**src/logic/cpc_pkg.sv**
```systemverilog
package cpc_pkg;

  // ====================
  // Bus and video types
  // ====================
  typedef logic [7:0]  data_t;       // CPU data byte
  typedef logic [15:0] addr_t;       // CPU address
  typedef logic [4:0]  color_t;      // Hardware colour number
  typedef logic [3:0]  pen_t;        // Pen index into palette
  typedef logic [1:0]  video_mode_t; // Screen mode
  typedef logic [9:0]  scr_start_t;  // CRTC screen start, regs 12/13

  // Gate array command, data bits 7..6
  typedef enum logic [1:0] {
    GA_INK_SEL  = 2'd0, // Pen or border select
    GA_PALETTE  = 2'd1, // Colour into selected entry
    GA_MODE_ROM = 2'd2, // ROM disables and mode
    GA_RAM_CFG  = 2'd3  // RAM banking, not kept
  } ga_cmd_e;

  // Host address bits 23..16
  typedef enum logic [7:0] {
    REGION_RAM  = 8'h00,
    REGION_ROM  = 8'h01,
    REGION_CTRL = 8'hFF  // Control register
  } host_region_e;

  // Owner of the memory write port
  typedef enum logic {
    GRANT_CPU  = 1'b0,
    GRANT_HOST = 1'b1
  } grant_e;

  // ====================
  // IO address high bytes
  // ====================
  localparam data_t PPI_A_HI    = 8'hF4;
  localparam data_t PPI_B_HI    = 8'hF5; // Read only here
  localparam data_t PPI_C_HI    = 8'hF6;
  localparam data_t PPI_CTRL_HI = 8'hF7;
  localparam data_t CRTC_SEL_HI  = 8'hBC; // Register index
  localparam data_t CRTC_DATA_HI = 8'hBD; // Register data

  // CRTC register numbers
  localparam logic [4:0] CRTC_START_HI_REG = 5'd12;
  localparam logic [4:0] CRTC_START_LO_REG = 5'd13;

endpackage

```
**src/logic/io_ports.sv**
```systemverilog
module io_ports (
  input  logic                clk_cpu,
  input  logic                pwr_up_reset_n,
  input  cpc_pkg::addr_t      i_addr,
  input  cpc_pkg::data_t      i_data,
  input  logic                i_iowr_n,
  input  logic                i_vsync,
  output cpc_pkg::data_t      o_ppi_a,
  output cpc_pkg::data_t      o_ppi_c,
  output cpc_pkg::data_t      o_ppi_ctrl,
  output cpc_pkg::scr_start_t o_scr_start,
  output cpc_pkg::data_t      o_io_rdata
);

  logic [4:0] crtc_idx;    // Selected CRTC register

  // ====================
  // PPI and CRTC writes
  // ====================
  always_ff @(posedge clk_cpu) begin
    if (!pwr_up_reset_n) begin
      o_ppi_a     <= '0;
      o_ppi_c     <= '0;
      o_ppi_ctrl  <= '0;
      crtc_idx    <= '0;
      o_scr_start <= '0;
    end else if (!i_iowr_n) begin
      case (i_addr[15:8])
        cpc_pkg::PPI_A_HI:    o_ppi_a    <= i_data;
        cpc_pkg::PPI_C_HI:    o_ppi_c    <= i_data;
        cpc_pkg::PPI_CTRL_HI: o_ppi_ctrl <= i_data;
        cpc_pkg::CRTC_SEL_HI: crtc_idx   <= i_data[4:0];
        cpc_pkg::CRTC_DATA_HI: begin
          // Only screen start regs are kept
          if (crtc_idx == cpc_pkg::CRTC_START_HI_REG) o_scr_start[9:8] <= i_data[1:0];
          if (crtc_idx == cpc_pkg::CRTC_START_LO_REG) o_scr_start[7:0] <= i_data;
        end
        default: ;
      endcase
    end
  end

  // Port B read, vsync on bit 0 inverted
  always_comb begin
    o_io_rdata = '0;
    if (i_addr[15:8] == cpc_pkg::PPI_B_HI) begin
      o_io_rdata = 8'h1E | {7'd0, ~i_vsync};
    end
  end

endmodule

```
**config.mk**
```make
export PLATFORM = sky130hd
export DESIGN_NAME = io_ports
export DESIGN_NICKNAME = d
export VERILOG_FILES = /design/src/logic/cpc_pkg.sv /design/src/logic/io_ports.sv
export SDC_FILE = /design/constraint.sdc
export NUM_CORES = 1
export LEC_CHECK = 0
export ABC_AREA = 1
export BUFFER_PORTS_ARGS = -buffer_cell sky130_fd_sc_hd__buf_2
export CAP_MARGIN = 30
export CORE_MARGIN = 1.5
export CORE_UTILIZATION = 51
export CTS_BUF_LIST = sky130_fd_sc_hd__clkbuf_2
export DETAILED_ROUTE_END_ITERATION = 8
export GPL_TIMING_DRIVEN = 0
export PLACE_DENSITY = 0.86
export SETUP_SLACK_MARGIN = 0.02
export SYNTH_ARGS = -nofsm -noshare
export SYNTH_HDL_FRONTEND = slang
export SYNTH_SLANG_ARGS = --single-unit
```
**constraint.sdc**
```tcl
create_clock -name clk_cpu -period 1.4 [get_ports clk_cpu]
set_input_delay 0.21 -clock clk_cpu [delete_from_list [all_inputs] [get_ports clk_cpu]]
set_output_delay 0.21 -clock clk_cpu [all_outputs]
set_load 0.01 [all_outputs]
```
==> results.md <==
- Post-synthesis cell type count: 24
- Worst R2R Path Depth: 7
- Kind of end point of the critical path: output pin
- PwrDens: 733 mW/mm^2
- Area added between synthesis and finish: 23.0%
- Full die area: 0.00414 mm^2
- Grt ovf: 0
- Worst Hold Depth: 3
- N_diodes: 0
- Gpl congestion: 0.795
- Max cap viols: 0
- Die W: 64.4 um
- Final setup violation count: 0
- Core ar.: 0.00363 mm^2
- Layer carrying the most global-route usage: met2
- VDD IR max: 0.000590 V
- First-pass GRT wire length: 7.07 mm
- Number of cell rows: 22
- TritonCTS Buffers: 5
- Remaining DRCs: 0
- Multi-input combinational cell area: 922 um^2
- Clock Latency Late Sink: 0.40 ns
- Final wirelength: 3.97 mm
- Initial Util: 52.9%
- Gate Count Post-Synth: 285
- CTS tree: done
- CP max stage delay: 0.19 ns
- Pin count of the biggest net entering global routing: 11
- Clock transition at path regs: 0.17 ns
- CTS Sinks: 39
- Setup TNS: 0 ns
- Total global routing track utilization: 21.6%
- Sequential area share after synthesis: 40.7%
- Iter 0 DRT Violations: 50
- Nets: 383
- Cell Area, Synth: 0.00192 mm^2
- Hold Crit Class: input port to flop
- Final worst-path cycle share: 91.4%
- Max-slew violations: 0
- RSZ-0062 raised after global routing: no
- Syn avg cell area: 6.74 um^2
- P_leak: 1.41 nW
- Reg area: 781 um^2
- Fmax: 0.782 GHz
- Fin Clk Skew: 0.0205 ns
- # hold bufs at CTS: 0
- CTS Buffer Depth: 2
- Vias in the first global route: 1,649
- Wire per inst: 9.87 um
- Arr. time, crit path: 1.07 ns
- Power Total: 0.00173 W
- Status: complete, no violations
- CP cell instances: buf_2, nand2_4, nor2_4, buf_6, inv_2, nor3_4, buf_4, buf_2
- Placed wire-length estimate: 3.09 mm
- Yosys reg bits: 39
- Fin crit period: 1.28 ns
- Synth Warn #: 0
- H-Tree Depth: 2
- Port bufs: 57
- Grt met1 use: 27.5%
- Proportion of layout cells with a drive suffix above 1: 28.2%
- CP max-delay cell: nor3_4
- Grt met3 use: 5.46%
- Fill cells: 364
- Worst EP required: 1.19 ns
- # IOs: 70
- Die height: 64.4 um
- Via density: 4.60
- Initial antenna violation count: 0
- Root Driver: clkbuf_2
- Vias: 1,849
- Drt first pass iters: 4
- Startpoint type of the worst setup path: input port
- Post-route ant nets: 0
- WS Path Type: input port to output pin
- Global Route met2 Usage: 35.0%
- Top cell by count, worst path: buf_2
- Worst-path maximum fanout: 4
- Hold Violations, Final: 0
worst max-delay path: cells and delay by family:
family,cells,cell delay (ns)
AND/OR/NAND/NOR,3,0.36
buffers and inverters,5,0.48
registers in the layout (all words and copies together) (netlist names):
signal       flops
o_scr_start     10
o_ppi_a          8
o_ppi_c          8
o_ppi_ctrl       8
crtc_idx         5
metrics by stage:
| stage | std cells | setup WS [ns] | hold slack (ns) | area [um^2] | util (%) |
|---|---|---|---|---|---|
| 6_report | 402 | 0.121 | 0.0617 | 2360 | 65.0 |
| 3_3_place_gp | 392 | -0.0423 | 0.459 | 2280 | 62.7 |
| 3_5_place_dp | 392 | -0.0748 | 0.467 | 2280 | 62.7 |
| 2_1_floorplan | 287 | 0.0824 | 0.345 | 1930 | - |
| 4_1_cts | 399 | 0.0530 | 0.0558 | 2320 | 63.9 |
| 5_1_grt | 402 | 0.0190 | 0.0528 | 2360 | 65.0 |
report_power, final:
part	total (W)	switching (W)	internal, W
Sequential	0.00111	0.000000874	0.00111
Clock	0.000456	0.000344	0.000113
Combinational	0.000162	0.000103	0.0000585
Total	0.00173	0.000448	0.00128
synth_stat cells (all sizes together):
library cell | n | area share, %
clkbuf | 2 | 0.59
nor4 | 1 | 0.33
nand2 | 73 | 16
inv | 38 | 7.4
nor2 | 94 | 21
nand3b | 3 | 2.5
nand3 | 21 | 6.1
conb | 1 | 0.20
buf | 11 | 4.6
nor3 | 1 | 0.26
dfxtp | 39 | 41
nand4 | 1 | 0.33
final cells by class:
cell class | count | area share, %
Inverter | 38 | 6.04
Clock buffer | 6 | 1.27
Buffer | 13 | 4.18
Tap cell | 48 | 2.54
Timing Repair Buffer | 61 | 13.9
Sequential cell | 39 | 33.1
Multi-Input combinational cell | 197 | 39.0
per-layer routing:
| layer | up-vias | part of all wire (%) |
|---|---|---|
| met1 | 820 | 45 |
| met4 | 0 | 2.0 |
| met5 | - | 0 |
| met2 | 50 | 46 |
| met3 | 10 | 6.9 |
| li1 | 969 | - |
placed cells by master, fill, tap and decap left out, drive strengths merged:
cell / instances
buf: 72
clkbuf: 8
conb: 3
dfxtp: 39
inv: 38
nand2: 73
nand3: 21
nand3b: 3
nand4: 1
nor2: 94
nor3: 1
nor4: 1
cells by family (layout without fill, tap and decap cells):
group	after synthesis	count (layout)	share of synthesized area (%)
flip-flops	39	39	40.7
AND/OR/NAND/NOR	194	194	46.6
buffers and inverters	51	118	12.6
other	1	3	0.195
worst paths after layout:
kind / start / to / slack, ns
min reg2reg: o_ppi_a[3]$_SDFFE_PN0P_ / o_ppi_a[3]$_SDFFE_PN0P_ / 0.49
max reg2reg: crtc_idx[0]$_SDFFE_PN0P_ / o_scr_start[3]$_SDFFE_PN0P_ / 0.25
max: i_addr[12] / o_io_rdata[3] / 0.12
min: i_data[7] / o_ppi_c[7]$_SDFFE_PN0P_ / 0.06
what timing repair did:
item / 4_1_cts / 5_1_grt
pin swaps: 1 / 2
setup endpoints to repair: 4 / 3
resized for setup: 1 / 4
setup buffers: 1 / 3
No activity file was read; power rests on OpenSTA's default activity.
