$ cat config.mk
export PLATFORM = sky130hd
export DESIGN_NAME = gate_array
export DESIGN_NICKNAME = d
export VERILOG_FILES = /design/src/logic/cpc_pkg.sv /design/src/logic/gate_array.sv
export SDC_FILE = /design/constraint.sdc
export NUM_CORES = 1
export LEC_CHECK = 0
export BUFFER_PORTS_ARGS = -buffer_cell sky130_fd_sc_hd__buf_2
export CAP_MARGIN = 40
export CORE_ASPECT_RATIO = 1.5
export CORE_MARGIN = 10
export CORE_UTILIZATION = 35
export DETAILED_ROUTE_END_ITERATION = 10
export SLEW_MARGIN = 20
export SYNTH_ARGS = -nofsm -noshare
export SYNTH_HDL_FRONTEND = slang
export SYNTH_SLANG_ARGS = --single-unit
$ cat constraint.sdc
create_clock -name clk_cpu -period 2.6 [get_ports clk_cpu]
set_input_delay 0 -clock clk_cpu [delete_from_list [all_inputs] [get_ports clk_cpu]]
set_output_delay 0 -clock clk_cpu [all_outputs]
set_load 0.05 [all_outputs]
$ cat src/logic/cpc_pkg.sv
package cpc_pkg;

  // ====================
  // Bus and video types
  // ====================
  typedef logic [7:0]  data_t;       // CPU data byte
  typedef logic [15:0] addr_t;       // CPU address
  typedef logic [4:0]  color_t;      // Hardware colour number
  typedef logic [3:0]  pen_t;        // Pen index into palette
  typedef logic [1:0]  video_mode_t; // Screen mode
  typedef logic [9:0]  scr_start_t;  // CRTC screen start, regs 12/13

  // Gate array command, data bits 7..6
  typedef enum logic [1:0] {
    GA_INK_SEL  = 2'd0, // Pen or border select
    GA_PALETTE  = 2'd1, // Colour into selected entry
    GA_MODE_ROM = 2'd2, // ROM disables and mode
    GA_RAM_CFG  = 2'd3  // RAM banking, not kept
  } ga_cmd_e;

  // Host address bits 23..16
  typedef enum logic [7:0] {
    REGION_RAM  = 8'h00,
    REGION_ROM  = 8'h01,
    REGION_CTRL = 8'hFF  // Control register
  } host_region_e;

  // Owner of the memory write port
  typedef enum logic {
    GRANT_CPU  = 1'b0,
    GRANT_HOST = 1'b1
  } grant_e;

  // ====================
  // IO address high bytes
  // ====================
  localparam data_t PPI_A_HI    = 8'hF4;
  localparam data_t PPI_B_HI    = 8'hF5; // Read only here
  localparam data_t PPI_C_HI    = 8'hF6;
  localparam data_t PPI_CTRL_HI = 8'hF7;
  localparam data_t CRTC_SEL_HI  = 8'hBC; // Register index
  localparam data_t CRTC_DATA_HI = 8'hBD; // Register data

  // CRTC register numbers
  localparam logic [4:0] CRTC_START_HI_REG = 5'd12;
  localparam logic [4:0] CRTC_START_LO_REG = 5'd13;

endpackage

$ cat src/logic/gate_array.sv
module gate_array #(
  parameter int unsigned c_basic_rom_bank = 7 // ROM select that maps BASIC bank
) (
  input  logic                clk_cpu,
  input  logic                pwr_up_reset_n,
  input  cpc_pkg::addr_t      i_addr,
  input  cpc_pkg::data_t      i_data,
  input  logic                i_iowr_n,
  input  cpc_pkg::pen_t       i_pen_lookup,
  output cpc_pkg::color_t     o_color,
  output cpc_pkg::color_t     o_border,
  output cpc_pkg::video_mode_t o_mode,
  output logic                o_lo_rom_dis,
  output logic                o_hi_rom_dis,
  output logic [1:0]          o_upper_bank,
  output cpc_pkg::data_t      o_rom_sel
);

  cpc_pkg::ga_cmd_e ga_cmd;
  cpc_pkg::color_t  palette [16]; // One colour per pen
  cpc_pkg::pen_t    pen;          // Pen targeted by palette writes
  logic             border_sel;   // Palette writes go to border
  logic             ga_wr;
  logic             rom_sel_wr;

  // ====================
  // Decode
  // ====================
  assign ga_cmd     = cpc_pkg::ga_cmd_e'(i_data[7:6]);
  assign ga_wr      = !i_iowr_n && (i_addr[15:14] == 2'b01);
  // ROM select sits below the gate array range, bit 13 low
  assign rom_sel_wr = !i_iowr_n && (i_addr[15:14] != 2'b01) && !i_addr[13];

  // ====================
  // Registers
  // ====================
  always_ff @(posedge clk_cpu) begin
    if (!pwr_up_reset_n) begin
      pen          <= '0;
      border_sel   <= 1'b0;
      o_border     <= '0;
      o_mode       <= '0;  // Mode 0
      o_lo_rom_dis <= 1'b0; // Both ROMs enabled
      o_hi_rom_dis <= 1'b0;
      o_rom_sel    <= '0;
      for (int i = 0; i < 16; i++) begin
        palette[i] <= '0;
      end
    end else if (ga_wr) begin
      case (ga_cmd)
        cpc_pkg::GA_INK_SEL: begin
          border_sel <= i_data[4];
          if (!i_data[4]) pen <= i_data[3:0]; // Keep pen when border picked
        end
        cpc_pkg::GA_PALETTE: begin
          if (border_sel) o_border <= i_data[4:0];
          else palette[pen] <= i_data[4:0];
        end
        cpc_pkg::GA_MODE_ROM: begin
          o_hi_rom_dis <= i_data[3];
          o_lo_rom_dis <= i_data[2];
          o_mode       <= i_data[1:0];
        end
        cpc_pkg::GA_RAM_CFG: ; // No RAM banking in this core
        default: ;
      endcase
    end else if (rom_sel_wr) begin
      o_rom_sel <= i_data;
    end
  end

  // Palette lookup for video side
  assign o_color = palette[i_pen_lookup];

  // Upper ROM is BASIC only for the matching select value
  assign o_upper_bank = (o_rom_sel == 8'(c_basic_rom_bank)) ? 2'd2 : 2'd1;

endmodule

==> impl_metrics.ini <==
[placement]
routabilityCongestion = 0.770
post-dp-hpwl_mm = 8.55
place.port_buffers = 41
dpl-instance-area_um2 = 5090

[floorplanning]
core_um2 = 13100
initial_core_util_pct = 35.9
die_h_um = 162
io_pins = 55
rows = 51
die_w_um = 115
die_area_um2 = 18500

[power_and_ir_drop]
total_power_mw = 3.39
vdd_drop_max_mv = 0.462
powerDensity_nw_per_um2 = 624
p_leak_nw = 1.86

[setup_path]
slowest_delay_ps = 560
critPathArrivalTime_ps = 2200
critPathKind = primary input to register
worstPathCellList = dlygate4sd3_1 -> buf_2 -> and4bb_2 -> nand4_1 -> o21ai_0 -> buf_4
crit_buf_inv = 3
endpoint_kind = register
worst-path-max-fanout = 22
cp.required_ps = 2670
cp_top_family = buffers and inverters
critPathLaunchType = primary input
cpMaxStageDelayCell = and4bb_2

[routing]
route.detailed.drc = 0
wl_mm = 11.6
vias = 3356
drtPass1Iterations = 5
wl_per_cell_um = 19.2
ant_nets = 0
vias_per_cell = 5.54
drtIter0Drc = 226

[global_routing]
grt_max_degree = 33
globalRouteMet1Util_pct = 13.2
busiest_layer = met2
grtUsageMet2_pct = 23.5
grt_antenna_before_repair = 0
grt_pass1_wl_mm = 18.6
grt_pass1_vias = 3527
grt_remaining_overflow = 0
grtUsageMet3_pct = 2.65
track_usage_pct = 12.7

[timing]
final_max_slew_viol_count = 0
period_minus_slack_ps = 2140
rsz0062_at_grt = false
hold_violations = 0
worst_slew_pin_slew_ps = 856
slew-limit-headroom_pct = 42.1
final.setup_skew_ps = 6.41
min_period_over_period_pct = 82.1
fin_tns_setup_ps = 0
whs_ps = 55.9
fmax_ghz = 0.468
finalSetupViolCount = 0

[cells_and_area]
drive_above_1_share_pct = 22.4
utilization_pct = 41.6
antenna_cells = 0
area_delta_synth_final_pct = 16.0
finalNetCount = 473
stdcell_area_um2 = 5440

[cts]
post_cts_resized = 0
cts_tree = yes
h-tree-depth = 3
cts_max_path_buffers = 2
cts_root_buf = clkbuf_16
clkSlewWorstSetupHoldPaths_ps = 70
clock_latency_ps = 340
cts_buffers = 9
post_cts_buffers = 0
cts_num_sinks = 102

[logic_synthesis]
synth-seq-cells = 102
avgSynthCellArea_um2 = 12.0
netlist_instances = 392
syn-cell-area_um2 = 4690
synth_nets = 423
synth_top_flop_cell = edfxtp_1
yosys.cell_types.count = 31
yosysWarningCount = 0
ys_seq_area_share_pct = 60.6
async_reset_ff_share_pct = 0
synth_edf_count = 80

[worst_hold_path]
hp-class = primary input to register

[run_status]
status = completed

[run]
cap_violations = 0
-- routing by layer --
metal	vias to the layer above	routed length (µm)
met3	23	540
met4	0	358
li1	1573	-
met5	-	0
met1	1648	4320
met2	112	6420
-- cells by family after synthesis --
group | share of synthesized area (%)
AND/OR/NAND/NOR | 18.7
flip-flops | 60.6
AO/OA/AOI/OAI | 6.93
buffers and inverters | 3.41
multiplexers | 10.4
-- Yosys cell counts (2+ instances only) --
master | number | share of area, %
buf_2 | 5 | 0.53
mux4_2 | 20 | 9.6
o21ai_0 | 25 | 2.7
nor2_1 | 83 | 6.6
o31ai_1 | 5 | 0.80
a21oi_1 | 18 | 1.9
nor4b_1 | 2 | 0.37
nand4_1 | 21 | 2.8
a22oi_1 | 5 | 0.80
buf_1 | 7 | 0.56
clkbuf_1 | 10 | 0.80
nand3_1 | 26 | 2.8
dfxtp_1 | 22 | 9.4
edfxtp_1 | 80 | 51
or2_2 | 2 | 0.27
o41ai_1 | 4 | 0.75
nand2_1 | 19 | 1.5
nor4bb_1 | 5 | 1.1
inv_1 | 3 | 0.24
clkinv_1 | 2 | 0.16
buf_6 | 4 | 0.96
mux2i_1 | 4 | 0.85
nand2b_1 | 8 | 1.1
nor2b_1 | 5 | 0.67
-- stage by stage --
stage / setup slack, ps / std cells
after global routing: 309 / 606
after CTS: 529 / 606
after detailed placement: 653 / 583
after floorplan: 710 / 392
final: 465 / 606
after global placement: 688 / 583
-- final cells by class --
class | instances | area (µm²)
flip-flops and latches | 102 | 2840
clock buffers | 9 | 225
repair buffers | 66 | 410
fillers | 1210 | 7640
inverters | 5 | 18.8
multi-input cells | 258 | 1690
well taps | 159 | 199
clock inverters | 7 | 56.3
-- report_power, final --
group	leakage [nW]	internal, mW	total (mW)	switching (mW)
sequential	1.01	1.80	1.82	0.0184
clock	0.125	0.657	1.27	0.611
combinational	0.726	0.110	0.309	0.199
total	1.86	2.57	3.39	0.828
-- timing repair --
| item | 4_1_cts | 5_1_grt |
|---|---|---|
| hold endpoints to repair | 15 | 0 |
| hold buffers | 7 | 0 |
| setup endpoints to repair | 0 | 0 |
-- worst paths after layout --
| path | slack [ps] | end | from | depth (start not counted) |
|---|---|---|---|---|
| worst max-delay path | 460 | palette[4][4] | i_data[6] | 6 |
| worst min-delay path | 60 | o_rom_sel[0] | i_addr[13] | 4 |
| worst max register to register | 680 | palette[7][0] | pen[1] | 3 |
| worst min register to register | 480 | o_hi_rom_dis | o_hi_rom_dis | 2 |
-- flip-flops by register name, indices dropped and copies added, names as in the netlist --
name          cells
palette          80
o_mode            2
border_sel        1
o_border          5
o_lo_rom_dis      1
o_hi_rom_dis      1
pen               4
o_rom_sel         8
-- placed cells by master (no fill, tap or decap) --
master / n
nor2b_1: 5
a22oi_1: 5
o31ai_1: 5
a21oi_1: 18
inv_1: 3
and4b_1: 1
buf_4: 18
or2_2: 2
nand3_1: 26
nor4bb_1: 5
inv_6: 2
o21ai_0: 25
mux2i_1: 4
nor4_1: 1
nor4b_1: 2
edfxtp_1: 80
nand2_1: 19
clkinv_4: 1
nor2_1: 83
nor3_4: 1
nand4_1: 21
clkbuf_16: 9
nand2b_1: 8
clkinv_1: 2
or4b_4: 1
clkinvlp_4: 4
nand4bb_1: 1
and4bb_2: 1
buf_2: 41
mux4_2: 20
dlygate4sd3_1: 7
dfxtp_1: 22
o41ai_1: 4
-- tightest hold or removal path, stage by stage --
cell	delay, ps
buf_2	90
nor2_1	100
nand3_1	110
a21oi_1	50
Power figures use the tool's default switching activity.
