$ cat src/logic/cpc_pkg.sv
package cpc_pkg;

  // ====================
  // Bus and video types
  // ====================
  typedef logic [7:0]  data_t;       // CPU data byte
  typedef logic [15:0] addr_t;       // CPU address
  typedef logic [4:0]  color_t;      // Hardware colour number
  typedef logic [3:0]  pen_t;        // Pen index into palette
  typedef logic [1:0]  video_mode_t; // Screen mode
  typedef logic [9:0]  scr_start_t;  // CRTC screen start, regs 12/13

  // Gate array command, data bits 7..6
  typedef enum logic [1:0] {
    GA_INK_SEL  = 2'd0, // Pen or border select
    GA_PALETTE  = 2'd1, // Colour into selected entry
    GA_MODE_ROM = 2'd2, // ROM disables and mode
    GA_RAM_CFG  = 2'd3  // RAM banking, not kept
  } ga_cmd_e;

  // Host address bits 23..16
  typedef enum logic [7:0] {
    REGION_RAM  = 8'h00,
    REGION_ROM  = 8'h01,
    REGION_CTRL = 8'hFF  // Control register
  } host_region_e;

  // Owner of the memory write port
  typedef enum logic {
    GRANT_CPU  = 1'b0,
    GRANT_HOST = 1'b1
  } grant_e;

  // ====================
  // IO address high bytes
  // ====================
  localparam data_t PPI_A_HI    = 8'hF4;
  localparam data_t PPI_B_HI    = 8'hF5; // Read only here
  localparam data_t PPI_C_HI    = 8'hF6;
  localparam data_t PPI_CTRL_HI = 8'hF7;
  localparam data_t CRTC_SEL_HI  = 8'hBC; // Register index
  localparam data_t CRTC_DATA_HI = 8'hBD; // Register data

  // CRTC register numbers
  localparam logic [4:0] CRTC_START_HI_REG = 5'd12;
  localparam logic [4:0] CRTC_START_LO_REG = 5'd13;

endpackage

$ cat src/logic/mem_arbiter.sv
module mem_arbiter (
  input  logic           clk_cpu,
  input  logic           pwr_up_reset_n,
  input  logic           i_host_wr,
  input  logic [23:0]    i_host_addr,
  input  cpc_pkg::data_t i_host_data,
  input  cpc_pkg::addr_t i_addr,
  input  cpc_pkg::data_t i_data,
  input  logic           i_memwr_n,
  output logic           o_mem_we,
  output logic           o_mem_to_rom,
  output cpc_pkg::addr_t o_mem_addr,
  output cpc_pkg::data_t o_mem_wdata,
  output logic           o_wait_n,
  output logic           o_cpu_reset_n
);

  cpc_pkg::data_t       ctrl;   // Bit 0 CPU reset, bit 1 load
  cpc_pkg::grant_e      grant;
  cpc_pkg::host_region_e region;
  logic                 ctrl_wr;

  assign region  = cpc_pkg::host_region_e'(i_host_addr[23:16]);
  assign ctrl_wr = i_host_wr && (region == cpc_pkg::REGION_CTRL);

  // ====================
  // Host control register
  // ====================
  always_ff @(posedge clk_cpu) begin
    if (!pwr_up_reset_n) ctrl <= '0;
    else if (ctrl_wr) ctrl <= i_host_data;
  end

  assign grant         = ctrl[1] ? cpc_pkg::GRANT_HOST : cpc_pkg::GRANT_CPU;
  assign o_wait_n      = (grant == cpc_pkg::GRANT_CPU); // CPU stalls during load
  assign o_cpu_reset_n = pwr_up_reset_n && !ctrl[0];

  // ====================
  // Write port mux
  // ====================
  always_comb begin
    case (grant)
      cpc_pkg::GRANT_HOST: begin
        // CPU writes dropped here
        o_mem_we     = i_host_wr && ((region == cpc_pkg::REGION_RAM) ||
                                     (region == cpc_pkg::REGION_ROM));
        o_mem_to_rom = (region == cpc_pkg::REGION_ROM);
        o_mem_addr   = i_host_addr[15:0];
        o_mem_wdata  = i_host_data;
      end
      default: begin
        o_mem_we     = !i_memwr_n; // CPU only reaches RAM
        o_mem_to_rom = 1'b0;
        o_mem_addr   = i_addr;
        o_mem_wdata  = i_data;
      end
    endcase
  end

  // Host strobe lasts a single cycle
  a_host_pulse: assert property (@(posedge clk_cpu) disable iff (!pwr_up_reset_n)
    i_host_wr |=> !i_host_wr);

endmodule

$ cat config.mk
export PLATFORM = sky130hd
export DESIGN_NAME = mem_arbiter
export DESIGN_NICKNAME = d
export VERILOG_FILES = /design/src/logic/cpc_pkg.sv /design/src/logic/mem_arbiter.sv
export SDC_FILE = /design/constraint.sdc
export NUM_CORES = 1
export LEC_CHECK = 0
export BUFFER_PORTS_ARGS = -buffer_cell sky130_fd_sc_hd__clkbuf_2
export CORE_MARGIN = 1
export CORE_UTILIZATION = 27
export DETAILED_ROUTE_END_ITERATION = 7
export MAX_ROUTING_LAYER = met4
export PLACE_DENSITY_LB_ADDON = 0.2
export SYNTH_ARGS = -nofsm -noshare
export SYNTH_HDL_FRONTEND = slang
export SYNTH_SLANG_ARGS = --single-unit
export TNS_END_PERCENT = 5
$ cat constraint.sdc
create_clock -name clk_cpu -period 2.2 [get_ports clk_cpu]
set_clock_uncertainty 0.15 [all_clocks]
set_input_delay 0.44 -clock clk_cpu [delete_from_list [all_inputs] [get_ports clk_cpu]]
set_output_delay 0.44 -clock clk_cpu [all_outputs]
set_load 0.01 [all_outputs]
==> out/metrics.csv, run 1 <==
metric,value,unit
RSZ-0062 raised after global routing,no,
post-CTS setup buffers,0,
Max-Cap Viols,0,
Tcrit/Tclk final,91.8,%
met2 GRT Util,29.1,%
GR met1 Demand/Resource,14.0,%
WL final,1.72,mm
Worst EP required,1.61,ns
largest cells by area after synthesis,"mux2_4 (50%), mux2_2 (15%), dfxtp_1 (7.8%)",
cell with the most instances after synthesis,mux2_4,
met3 Track Usage GR,3.17,%
Pre-antenna DRT Iters,2,
largest net degree at the start of global routing,18,
Synth area leader,mux2_4,
"Arr. time, crit path",1.43,ns
maximum clock frequency,495,MHz
number of flip-flops in the largest register,2,
Hold Fails Final Rpt,0,
clock latency on the worst-skew pair,0.22,ns
Global Route Usage Sum,15.2,%
Relative slew margins,79.3,%
Remaining DRCs,0,
sequential share of the synthesized area,7.77,%
Post-synth EDFFs,0,
CP Max Fanout,17,
first-pass GRT wire length,2.24,mm
Die ar.,0.00209,sq mm
"Buf+Inv Stages, Crit Path",2,
Worst Hold Class,reg -> reg,
initial antenna violation count,0,
CTS buffer count,3,
Worst path max stage delay,0.31,ns
DRT iter0 DRCs,5,
# IOs,88,
via count,694,
critical path cell sequence,"buf_4, nor4b_2, nand3_1, o21ai_1, clkbuf_2",
initial core utilization,29.2,%
WL per Instance,10.7,microns
"slowest stage cell, crit path",dfxtp_1,
area grow syn2layout,91.3,%
worst slew pin tran,0.308,ns
CTS Hold Bufs,0,
RD Place Congestion,0.699,
Synth Register Bits,2,
Leak,0.568,nW
Final nets,197,
Placed Cells,157,
Resize count post-CTS,0,
die height,45.7,microns
Top delay family on crit path,simple AND/OR/NAND/NOR gates,
total grt overflow,0,
"Warnings, synthesis",0,
syn avg cell area,11.2,sq um
Final setup violation count,0,
type of the worst setup path,reg -> out,
antenna-violating nets left,0,
PortBufs,87,
Die X,45.7,microns
Worst setup EP type,output port,
vias in the first global route,575,
Mapped Nets,106,
final worst path period need,2.02,ns
Synth async-reset ratio,0,%
Mapped Area,515,sq um
Synth Instances,46,
Via-to-Cell Ratio,4.34,
CTS clock-pin slew for the worst setup and hold paths,0.03,ns
Rows,15,
top_reg_cell synth,dfxtp_1,
Pwr Density,248,mW/mm^2
TritonCTS clock tree,built,
CTS max path bufs,2,
status,"complete, no violations",
worst vdd ir,0.256,mV
Regs by FF count,ctrl: 2 flops,
fraction of layout cells with a size suffix above 1,87.4,%
Setup Total Neg Slack,0,ns
Slew Limit Fails,0,
"top cells by count, synth","mux2_4 (17), mux2_2 (7), nand2_1 (5)",
global-route layer with the greatest usage,met2,
ant diodes,0,
crit start category,register,
Final Non-Filler Cells,160,
Netlist cell types,15,
Biggest register,ctrl,
Core ar.,0.00176,sq mm
DP Wirelength,1.54,mm
root buffer cell,clkbuf_4,
H-tree depth,1,
Synth top area share,49.5,%
clk sink count,2,
final timing paths:
kind / start / end / slack, ns / cells past startpoint
worst min register to register: ctrl[0] / ctrl[0] / 0.31 / 2
worst min-delay path: ctrl[0] / ctrl[0] / 0.31 / 2
worst max register to register: ctrl[1] / ctrl[1] / 1.26 / 3
worst max-delay path: ctrl[1] / o_mem_we / 0.18 / 5
through the flow:
step	hold WS, ns	power [W]	cell area [sq um]	util [%]	worst slack (ns)
final	0.309	0.000245	986	55.9	0.181
after global routing	0.337	0.000261	986	55.9	0.0693
after CTS	0.307	0.000248	986	55.9	0.148
after detailed placement	0.299	0.000166	963	54.6	0.385
after global placement	0.294	0.000162	963	54.6	0.418
after floorplan	0.285	0.0000871	515	-	0.638
logic make-up (layout without fill, tap and decap cells):
family | after synthesis | in the layout | share of synthesized area [%]
muxes | 26 | 26 | 68.7
and+or+nand+nor | 13 | 13 | 15.3
buffers and inverters | 4 | 93 | 7.28
DFF | 2 | 2 | 7.77
AOI/OAI and AO/OA | 1 | 1 | 0.970
area by class of cell:
cell class              instances  area, sq um
well taps                      25         31.3
clock buffers                   3         22.5
flip-flops and latches          2         40.0
inverters                       1         3.75
repair buffers                 89          450
fillers                       186          778
multi-input cells              40          438
worst reg2reg max path: cells and delay by family (launching register included):
family / cells / cell delay, ns
mux: 1 / 0.11
flops: 1 / 0.31
buf+inv: 1 / 0.23
simple gates: 1 / 0.07
routing by layer:
| layer | wire (microns) | up-vias |
|---|---|---|
| met1 | 601 | 300 |
| li1 | - | 354 |
| met5 | 0 | - |
| met4 | 14 | 0 |
| met3 | 112 | 2 |
| met2 | 989 | 38 |
power by group:
| part | internal, W | leakage, nW | total [W] | switching [W] |
|---|---|---|---|---|
| Combinational | 0.0000802 | 0.538 | 0.000128 | 0.0000478 |
| Sequential | 0.0000366 | 0.0161 | 0.0000366 | 0.0000000215 |
| Clock | 0.0000601 | 0.0138 | 0.0000798 | 0.0000198 |
| Total | 0.000177 | 0.568 | 0.000245 | 0.0000676 |
layout by cell type, fill, tap and decap left out, drive strengths merged:
| cell type | netlist | routed |
|---|---|---|
| mux2 | 24 | 24 |
| and3 | 1 | 1 |
| nand4 | 1 | 1 |
| nor3 | 1 | 1 |
| o21ai | 1 | 1 |
| nor2b | 1 | 1 |
| nor4b | 1 | 1 |
| dfxtp | 2 | 2 |
| clkbuf | 0 | 90 |
| mux2i | 2 | 2 |
| nand3 | 2 | 2 |
| nor4 | 1 | 1 |
| buf | 3 | 2 |
| inv | 1 | 1 |
| nand2 | 5 | 5 |
Power figures use the tool's default switching activity.
==> run 2: changes to the inputs <==
--- a/config.mk
+++ b/config.mk
@@ -11,6 +11,7 @@
 export DETAILED_ROUTE_END_ITERATION = 7
 export MAX_ROUTING_LAYER = met4
 export PLACE_DENSITY_LB_ADDON = 0.2
+export RECOVER_POWER = 25
 export SYNTH_ARGS = -nofsm -noshare
 export SYNTH_HDL_FRONTEND = slang
 export SYNTH_SLANG_ARGS = --single-unit
==> out/metrics.csv, run 2 (same netlist as run 1, synthesis figures left out) <==
metric,value,unit,change
WL per Instance,10.8,microns,+0.52%
CTS max path bufs,2,,unchanged
root buffer cell,clkbuf_4,,
internal power,0.000175,W,-1.1%
"slowest stage cell, crit path",dfxtp_1,,
Final Non-Filler Cells,160,,unchanged
Final nets,197,,unchanged
Tcrit/Tclk final,91.8,%,about the same
RSZ-0062 raised after global routing,no,,
hold path depth,2,,unchanged
TritonCTS clock tree,built,,
largest net degree at the start of global routing,18,,unchanged
clk sink count,2,,unchanged
Die ar.,0.00209,sq mm,unchanged
# IOs,88,,unchanged
area grow syn2layout,87.9,%,
Pre-antenna DRT Iters,3,,+1
maximum clock frequency,495,MHz,about the same
Sw Pwr,0.0000672,W,-0.63%
CTS clock-pin slew for the worst setup and hold paths,0.03,ns,about the same
number of flip-flops in the largest register,2,,unchanged
Placed Cells,157,,unchanged
first-pass GRT wire length,2.24,mm,unchanged
initial core utilization,29.2,%,unchanged
Remaining DRCs,0,,unchanged
Final setup violation count,0,,unchanged
Hold Fails Final Rpt,0,,unchanged
Regs by FF count,ctrl: 2 flops,,
Core ar.,0.00176,sq mm,unchanged
status,"complete, no violations",,
reg2reg start,ctrl[1],,
Worst setup EP type,output port,,
Reg-to-Reg End,ctrl[1],,
critical path depth in cells,5,,unchanged
Rows,15,,unchanged
Layout fillers,191,,+2.7%
post-CTS setup buffers,0,,unchanged
PortBufs,87,,unchanged
ant diodes,0,,unchanged
Resize count post-CTS,0,,unchanged
Hold EP,ctrl[0],,
Via-to-Cell Ratio,4.31,,-0.72%
CTS Hold Bufs,0,,unchanged
fraction of layout cells with a size suffix above 1,83.7,%,-3.7 points
reg2reg setup slack,1.15,ns,-0.11 ns
die height,45.7,microns,unchanged
worst vdd ir,0.253,mV,-1.3%
"Arr. time, crit path",1.43,ns,about the same
final worst path period need,2.02,ns,+0.000667 ns
Worst path max stage delay,0.31,ns,about the same
initial antenna violation count,0,,unchanged
Max-Cap Viols,0,,unchanged
CP Max Fanout,17,,unchanged
worst slew pin tran,0.407,ns,+0.0990 ns
WL final,1.73,mm,+0.52%
post-route setup slack,0.180,ns,-0.000667 ns
via count,689,,-0.72%
Sequential Power Share,15.1,%,about the same
Relative slew margins,72.6,%,-6.6 points
worst hold margin,0.309,ns,-0.0000580 ns
H-tree depth,1,,unchanged
RD Place Congestion,0.699,,unchanged
clock latency on the worst-skew pair,0.22,ns,about the same
Reg2Reg Depth,3,,unchanged
Biggest register,ctrl,,
Comb pwr share,51.8,%,-0.6 points
pre-CTS setup slack,0.385,ns,unchanged
crit start category,register,,
hold path start,ctrl[0],,
Sw Ratio,27.7,%,+0.10 points
vias in the first global route,575,,unchanged
Top delay family on crit path,simple AND/OR/NAND/NOR gates,,
Pwr Density,250,mW/mm^2,+0.80%
critical path cell sequence,"buf_4, nor4b_2, nand3_1, o21ai_1, clkbuf_2",,
most frequent cells in the layout,"clkbuf_2 (86), mux2_4 (15), mux2_2 (7), nand2_1 (5), clkbuf_4 (3)",,
"most common cell after layout, fill and taps aside",clkbuf_2,,
"Buf+Inv Stages, Crit Path",2,,unchanged
DP Wirelength,1.54,mm,unchanged
Global Route Usage Sum,15.2,%,unchanged
total grt overflow,0,,unchanged
Die X,45.7,microns,unchanged
CTS buffer count,3,,unchanged
Worst Hold Class,reg -> reg,,
Worst EP required,1.61,ns,about the same
type of the worst setup path,reg -> out,,
DRT iter0 DRCs,5,,unchanged
Leak,0.555,nW,-2.2%
fraction of power consumed by the clock network,33.0,%,+0.4 points
Slew Limit Fails,0,,unchanged
antenna-violating nets left,0,,unchanged
Setup Total Neg Slack,0,ns,unchanged
## run 2: changes by cell type in the layout (fill, tap and decap cells not counted)
cell | before | now
clkbuf_1 | 0 | 2
mux2_1 | 0 | 2
mux2_4 | 17 | 15
buf_4 | 2 | 1
clkbuf_2 | 87 | 86
nor3_1 | 0 | 1
nor3_2 | 1 | 0
## run 2: tightest hold or removal path: stages, from the launching register on
cell,delay (ns)
dfxtp_1,0.30
nand2_1,0.05
mux2i_1,0.05
## run 2: through the flow
stage / instance area [sq um] / total power (W) / utilization [%]
2_1_floorplan: 515 / 0.0000871 / -
3_3_place_gp: 963 / 0.000162 / 54.6
3_5_place_dp: 963 / 0.000166 / 54.6
4_1_cts: 986 / 0.000248 / 55.9
5_1_grt: 968 / 0.000259 / 54.9
6_report: 968 / 0.000242 / 54.9
## run 2: cell type report
| cell class | count | area, sq um | area share, % |
|---|---|---|---|
| sequential | 2 | 40.0 | 4.13 |
| tap | 25 | 31.3 | 3.23 |
| inverter | 1 | 3.75 | 0.388 |
| multi-input combinational | 40 | 425 | 43.9 |
| clock buffer | 3 | 22.5 | 2.33 |
| timing repair buffer | 89 | 445 | 46.0 |
## run 2: how the worst max path moves through the flow
stage / from / to / slack, ns
floorplan: i_host_addr[21] / o_mem_to_rom / 0.64
global placement: i_host_addr[21] / o_mem_we / 0.42
detailed placement: ctrl[1] / o_mem_we / 0.38
CTS: ctrl[1] / o_mem_we / 0.15
global route: ctrl[1] / o_mem_we / 0.07
finish: ctrl[1] / o_mem_we / 0.18
## run 2: layer usage
metal | global-route usage (%) | up-vias | wire length, microns
met2 | 29.1 | 35 | 1000
met3 | 3.17 | 0 | 104
met4 | 7.65 | 0 | 0
met5 | - | - | 0
li1 | - | 355 | -
met1 | 14.0 | 299 | 620
## run 2: power groups by stage
stage               Clock [W]  Combinational (W)  Sequential, W
floorplan                   0          0.0000500      0.0000371
global placement            0           0.000125      0.0000371
detailed placement          0           0.000129      0.0000371
CTS                 0.0000821           0.000129      0.0000366
global route        0.0000857           0.000137      0.0000366
finish              0.0000799           0.000126      0.0000366
==> run 3: changes to the inputs <==
--- a/config.mk
+++ b/config.mk
@@ -8,10 +8,12 @@
 export BUFFER_PORTS_ARGS = -buffer_cell sky130_fd_sc_hd__clkbuf_2
 export CORE_MARGIN = 1
 export CORE_UTILIZATION = 27
+export CTS_CLUSTER_SIZE = 12
 export DETAILED_ROUTE_END_ITERATION = 7
 export MAX_ROUTING_LAYER = met4
 export PLACE_DENSITY_LB_ADDON = 0.2
 export RECOVER_POWER = 25
+export REMOVE_ABC_BUFFERS = 1
 export SYNTH_ARGS = -nofsm -noshare
 export SYNTH_HDL_FRONTEND = slang
 export SYNTH_SLANG_ARGS = --single-unit
==> constraint.sdc (replaced) <==
create_clock -name clk_cpu -period 2.2 [get_ports clk_cpu]
set_clock_uncertainty 0.15 [all_clocks]
set_input_delay 0.11 -clock clk_cpu [delete_from_list [all_inputs] [get_ports clk_cpu]]
set_output_delay 0.11 -clock clk_cpu [all_outputs]
set_load 0.01 [all_outputs]
==> out/metrics.csv, run 3 (same netlist as run 1, synthesis figures left out) <==
metric,value,unit,change
Die X,45.7,microns,unchanged
vias in the first global route,623,,+8.3%
worst hold margin,0.0214,ns,-0.287 ns
Max-Cap Viols,0,,unchanged
hold path depth,3,,+1
clock latency on the worst-skew pair,0.22,ns,about the same
Global Route Usage Sum,16.6,%,+1.3 points
initial core utilization,29.2,%,unchanged
Die ar.,0.00209,sq mm,unchanged
TritonCTS clock tree,built,,
most frequent cells in the layout,"clkbuf_2 (84), mux2_4 (14), mux2_2 (7), nand2_1 (5)",,
Hold EP,ctrl[0],,
Tot Pwr,0.000246,W,+1.6%
ant diodes,0,,unchanged
Setup Total Neg Slack,0,ns,unchanged
Final nets,199,,+1.0%
hold path start,pwr_up_reset_n,,
root buffer cell,clkbuf_4,,
Regs by FF count,ctrl: 2 flops,,
antenna-violating nets left,0,,unchanged
reg2reg start,ctrl[1],,
Tcrit/Tclk final,76.8,%,-15 points
Via-to-Cell Ratio,4.23,,-1.7%
pre-CTS setup slack,0.685,ns,+0.300 ns
first-pass GRT wire length,2.42,mm,+7.7%
RSZ-0062 raised after global routing,no,,
Pwr Density,245,mW/mm^2,-1.9%
"Arr. time, crit path",1.43,ns,about the same
WL per Instance,11.1,microns,+2.8%
Relative slew margins,77.5,%,+4.8 points
H-tree depth,1,,unchanged
worst slew pin tran,0.338,ns,-0.0695 ns
Reg2Reg Depth,3,,unchanged
"Design Area, Final",0.00100,sq mm,+3.6%
die height,45.7,microns,unchanged
final worst path period need,1.69,ns,-0.330 ns
Worst setup EP type,output port,,
reg2reg setup slack,1.08,ns,-0.07 ns
initial antenna violation count,0,,unchanged
Core ar.,0.00176,sq mm,unchanged
crit start category,register,,
Biggest register,ctrl,,
clk sink count,2,,unchanged
Reg-to-Reg End,ctrl[1],,
Post-DP Area,976,sq um,+1.3%
Leak,0.562,nW,+1.2%
largest net degree at the start of global routing,18,,unchanged
WL final,1.80,mm,+4.1%
CTS clock-pin slew for the worst setup and hold paths,0.03,ns,about the same
CP Max Fanout,7,,-10
type of the worst setup path,reg -> out,,
Worst Hold Class,in -> reg,,
fraction of layout cells with a size suffix above 1,81.8,%,-2.0 points
Rows,15,,unchanged
"most common cell after layout, fill and taps aside",clkbuf_2,,
CTS max path bufs,2,,unchanged
DP Wirelength,1.61,mm,+4.1%
Pre-antenna DRT Iters,2,,-1
PortBufs,87,,unchanged
Worst EP required,1.94,ns,+0.33 ns
DRT iter0 DRCs,9,,+4
area grow syn2layout,94.7,%,
post-CTS setup buffers,0,,unchanged
Hold Fails Final Rpt,0,,unchanged
post-route setup slack,0.510,ns,+0.330 ns
status,"complete, no violations",,
Remaining DRCs,0,,unchanged
via count,686,,-0.44%
CTS buffer count,3,,unchanged
worst vdd ir,0.172,mV,-32%
number of flip-flops in the largest register,2,,unchanged
Slew Limit Fails,0,,unchanged
Final setup violation count,0,,unchanged
maximum clock frequency,592,MHz,+20%
total grt overflow,0,,unchanged
# IOs,88,,unchanged
RD Place Congestion,0.623,,-11%
run 3: changes by cell type in the layout (fill, tap and decap cells not counted):
cell           delta
buf_12            +1
clkbuf_1          +1
clkbuf_2          -2
dlygate4sd3_1     +2
mux2_1            +1
mux2_4            -1
nor3_1            -1
nor3_2            +1
run 3: how the worst max path moves through the flow:
stage | endpoint | startpoint | depth (start not counted)
after detailed placement | o_mem_addr[4] | ctrl[1] | 3
after CTS | o_mem_addr[4] | ctrl[1] | 3
after global routing | o_mem_addr[4] | ctrl[1] | 3
final | o_mem_addr[4] | ctrl[1] | 3
after floorplan | o_mem_we | ctrl[1] | 3
after global placement | o_mem_wdata[7] | ctrl[1] | 3
run 3: critical path, cell delays in order, from the launching register on:
cell and delay, ns:
dfxtp_1 0.51, buf_4 0.23, mux2_2 0.34, clkbuf_2 0.13
run 3: area by class of cell:
class	instances	area [sq um]
clock buffers	3	22.5
fillers	206	761
inverters	1	3.75
multi-input cells	40	427
flip-flops and latches	2	40.0
well taps	25	31.3
repair buffers	91	479
run 3: routing by layer:
| layer | track usage [%] | share of wire (%) | vias up |
|---|---|---|---|
| met1 | 14.7 | 33 | 292 |
| met5 | - | 0 | - |
| met2 | 31.7 | 56 | 38 |
| met3 | 5.16 | 11 | 0 |
| li1 | - | - | 356 |
| met4 | 7.06 | 0 | 0 |
run 3: report_power, final:
group,internal (W),leakage [nW],switching (W)
Sequential,0.0000366,0.0161,0.0000000736
Combinational,0.0000799,0.532,0.0000476
Clock,0.0000603,0.0138,0.0000216
Total,0.000177,0.562,0.0000693
run 3: per-stage QoR:
stage	std cells	util [%]
floorplan	43	-
global placement	157	55.3
detailed placement	157	55.3
CTS	162	57.7
global route	162	56.9
finish	162	56.9
run 3: timing repair:
| item | 4_1_cts | 5_1_grt |
|---|---|---|
| hold buffers | 2 | 0 |
| hold endpoints to repair | 2 | 0 |
| gates resized for setup | 0 | 0 |
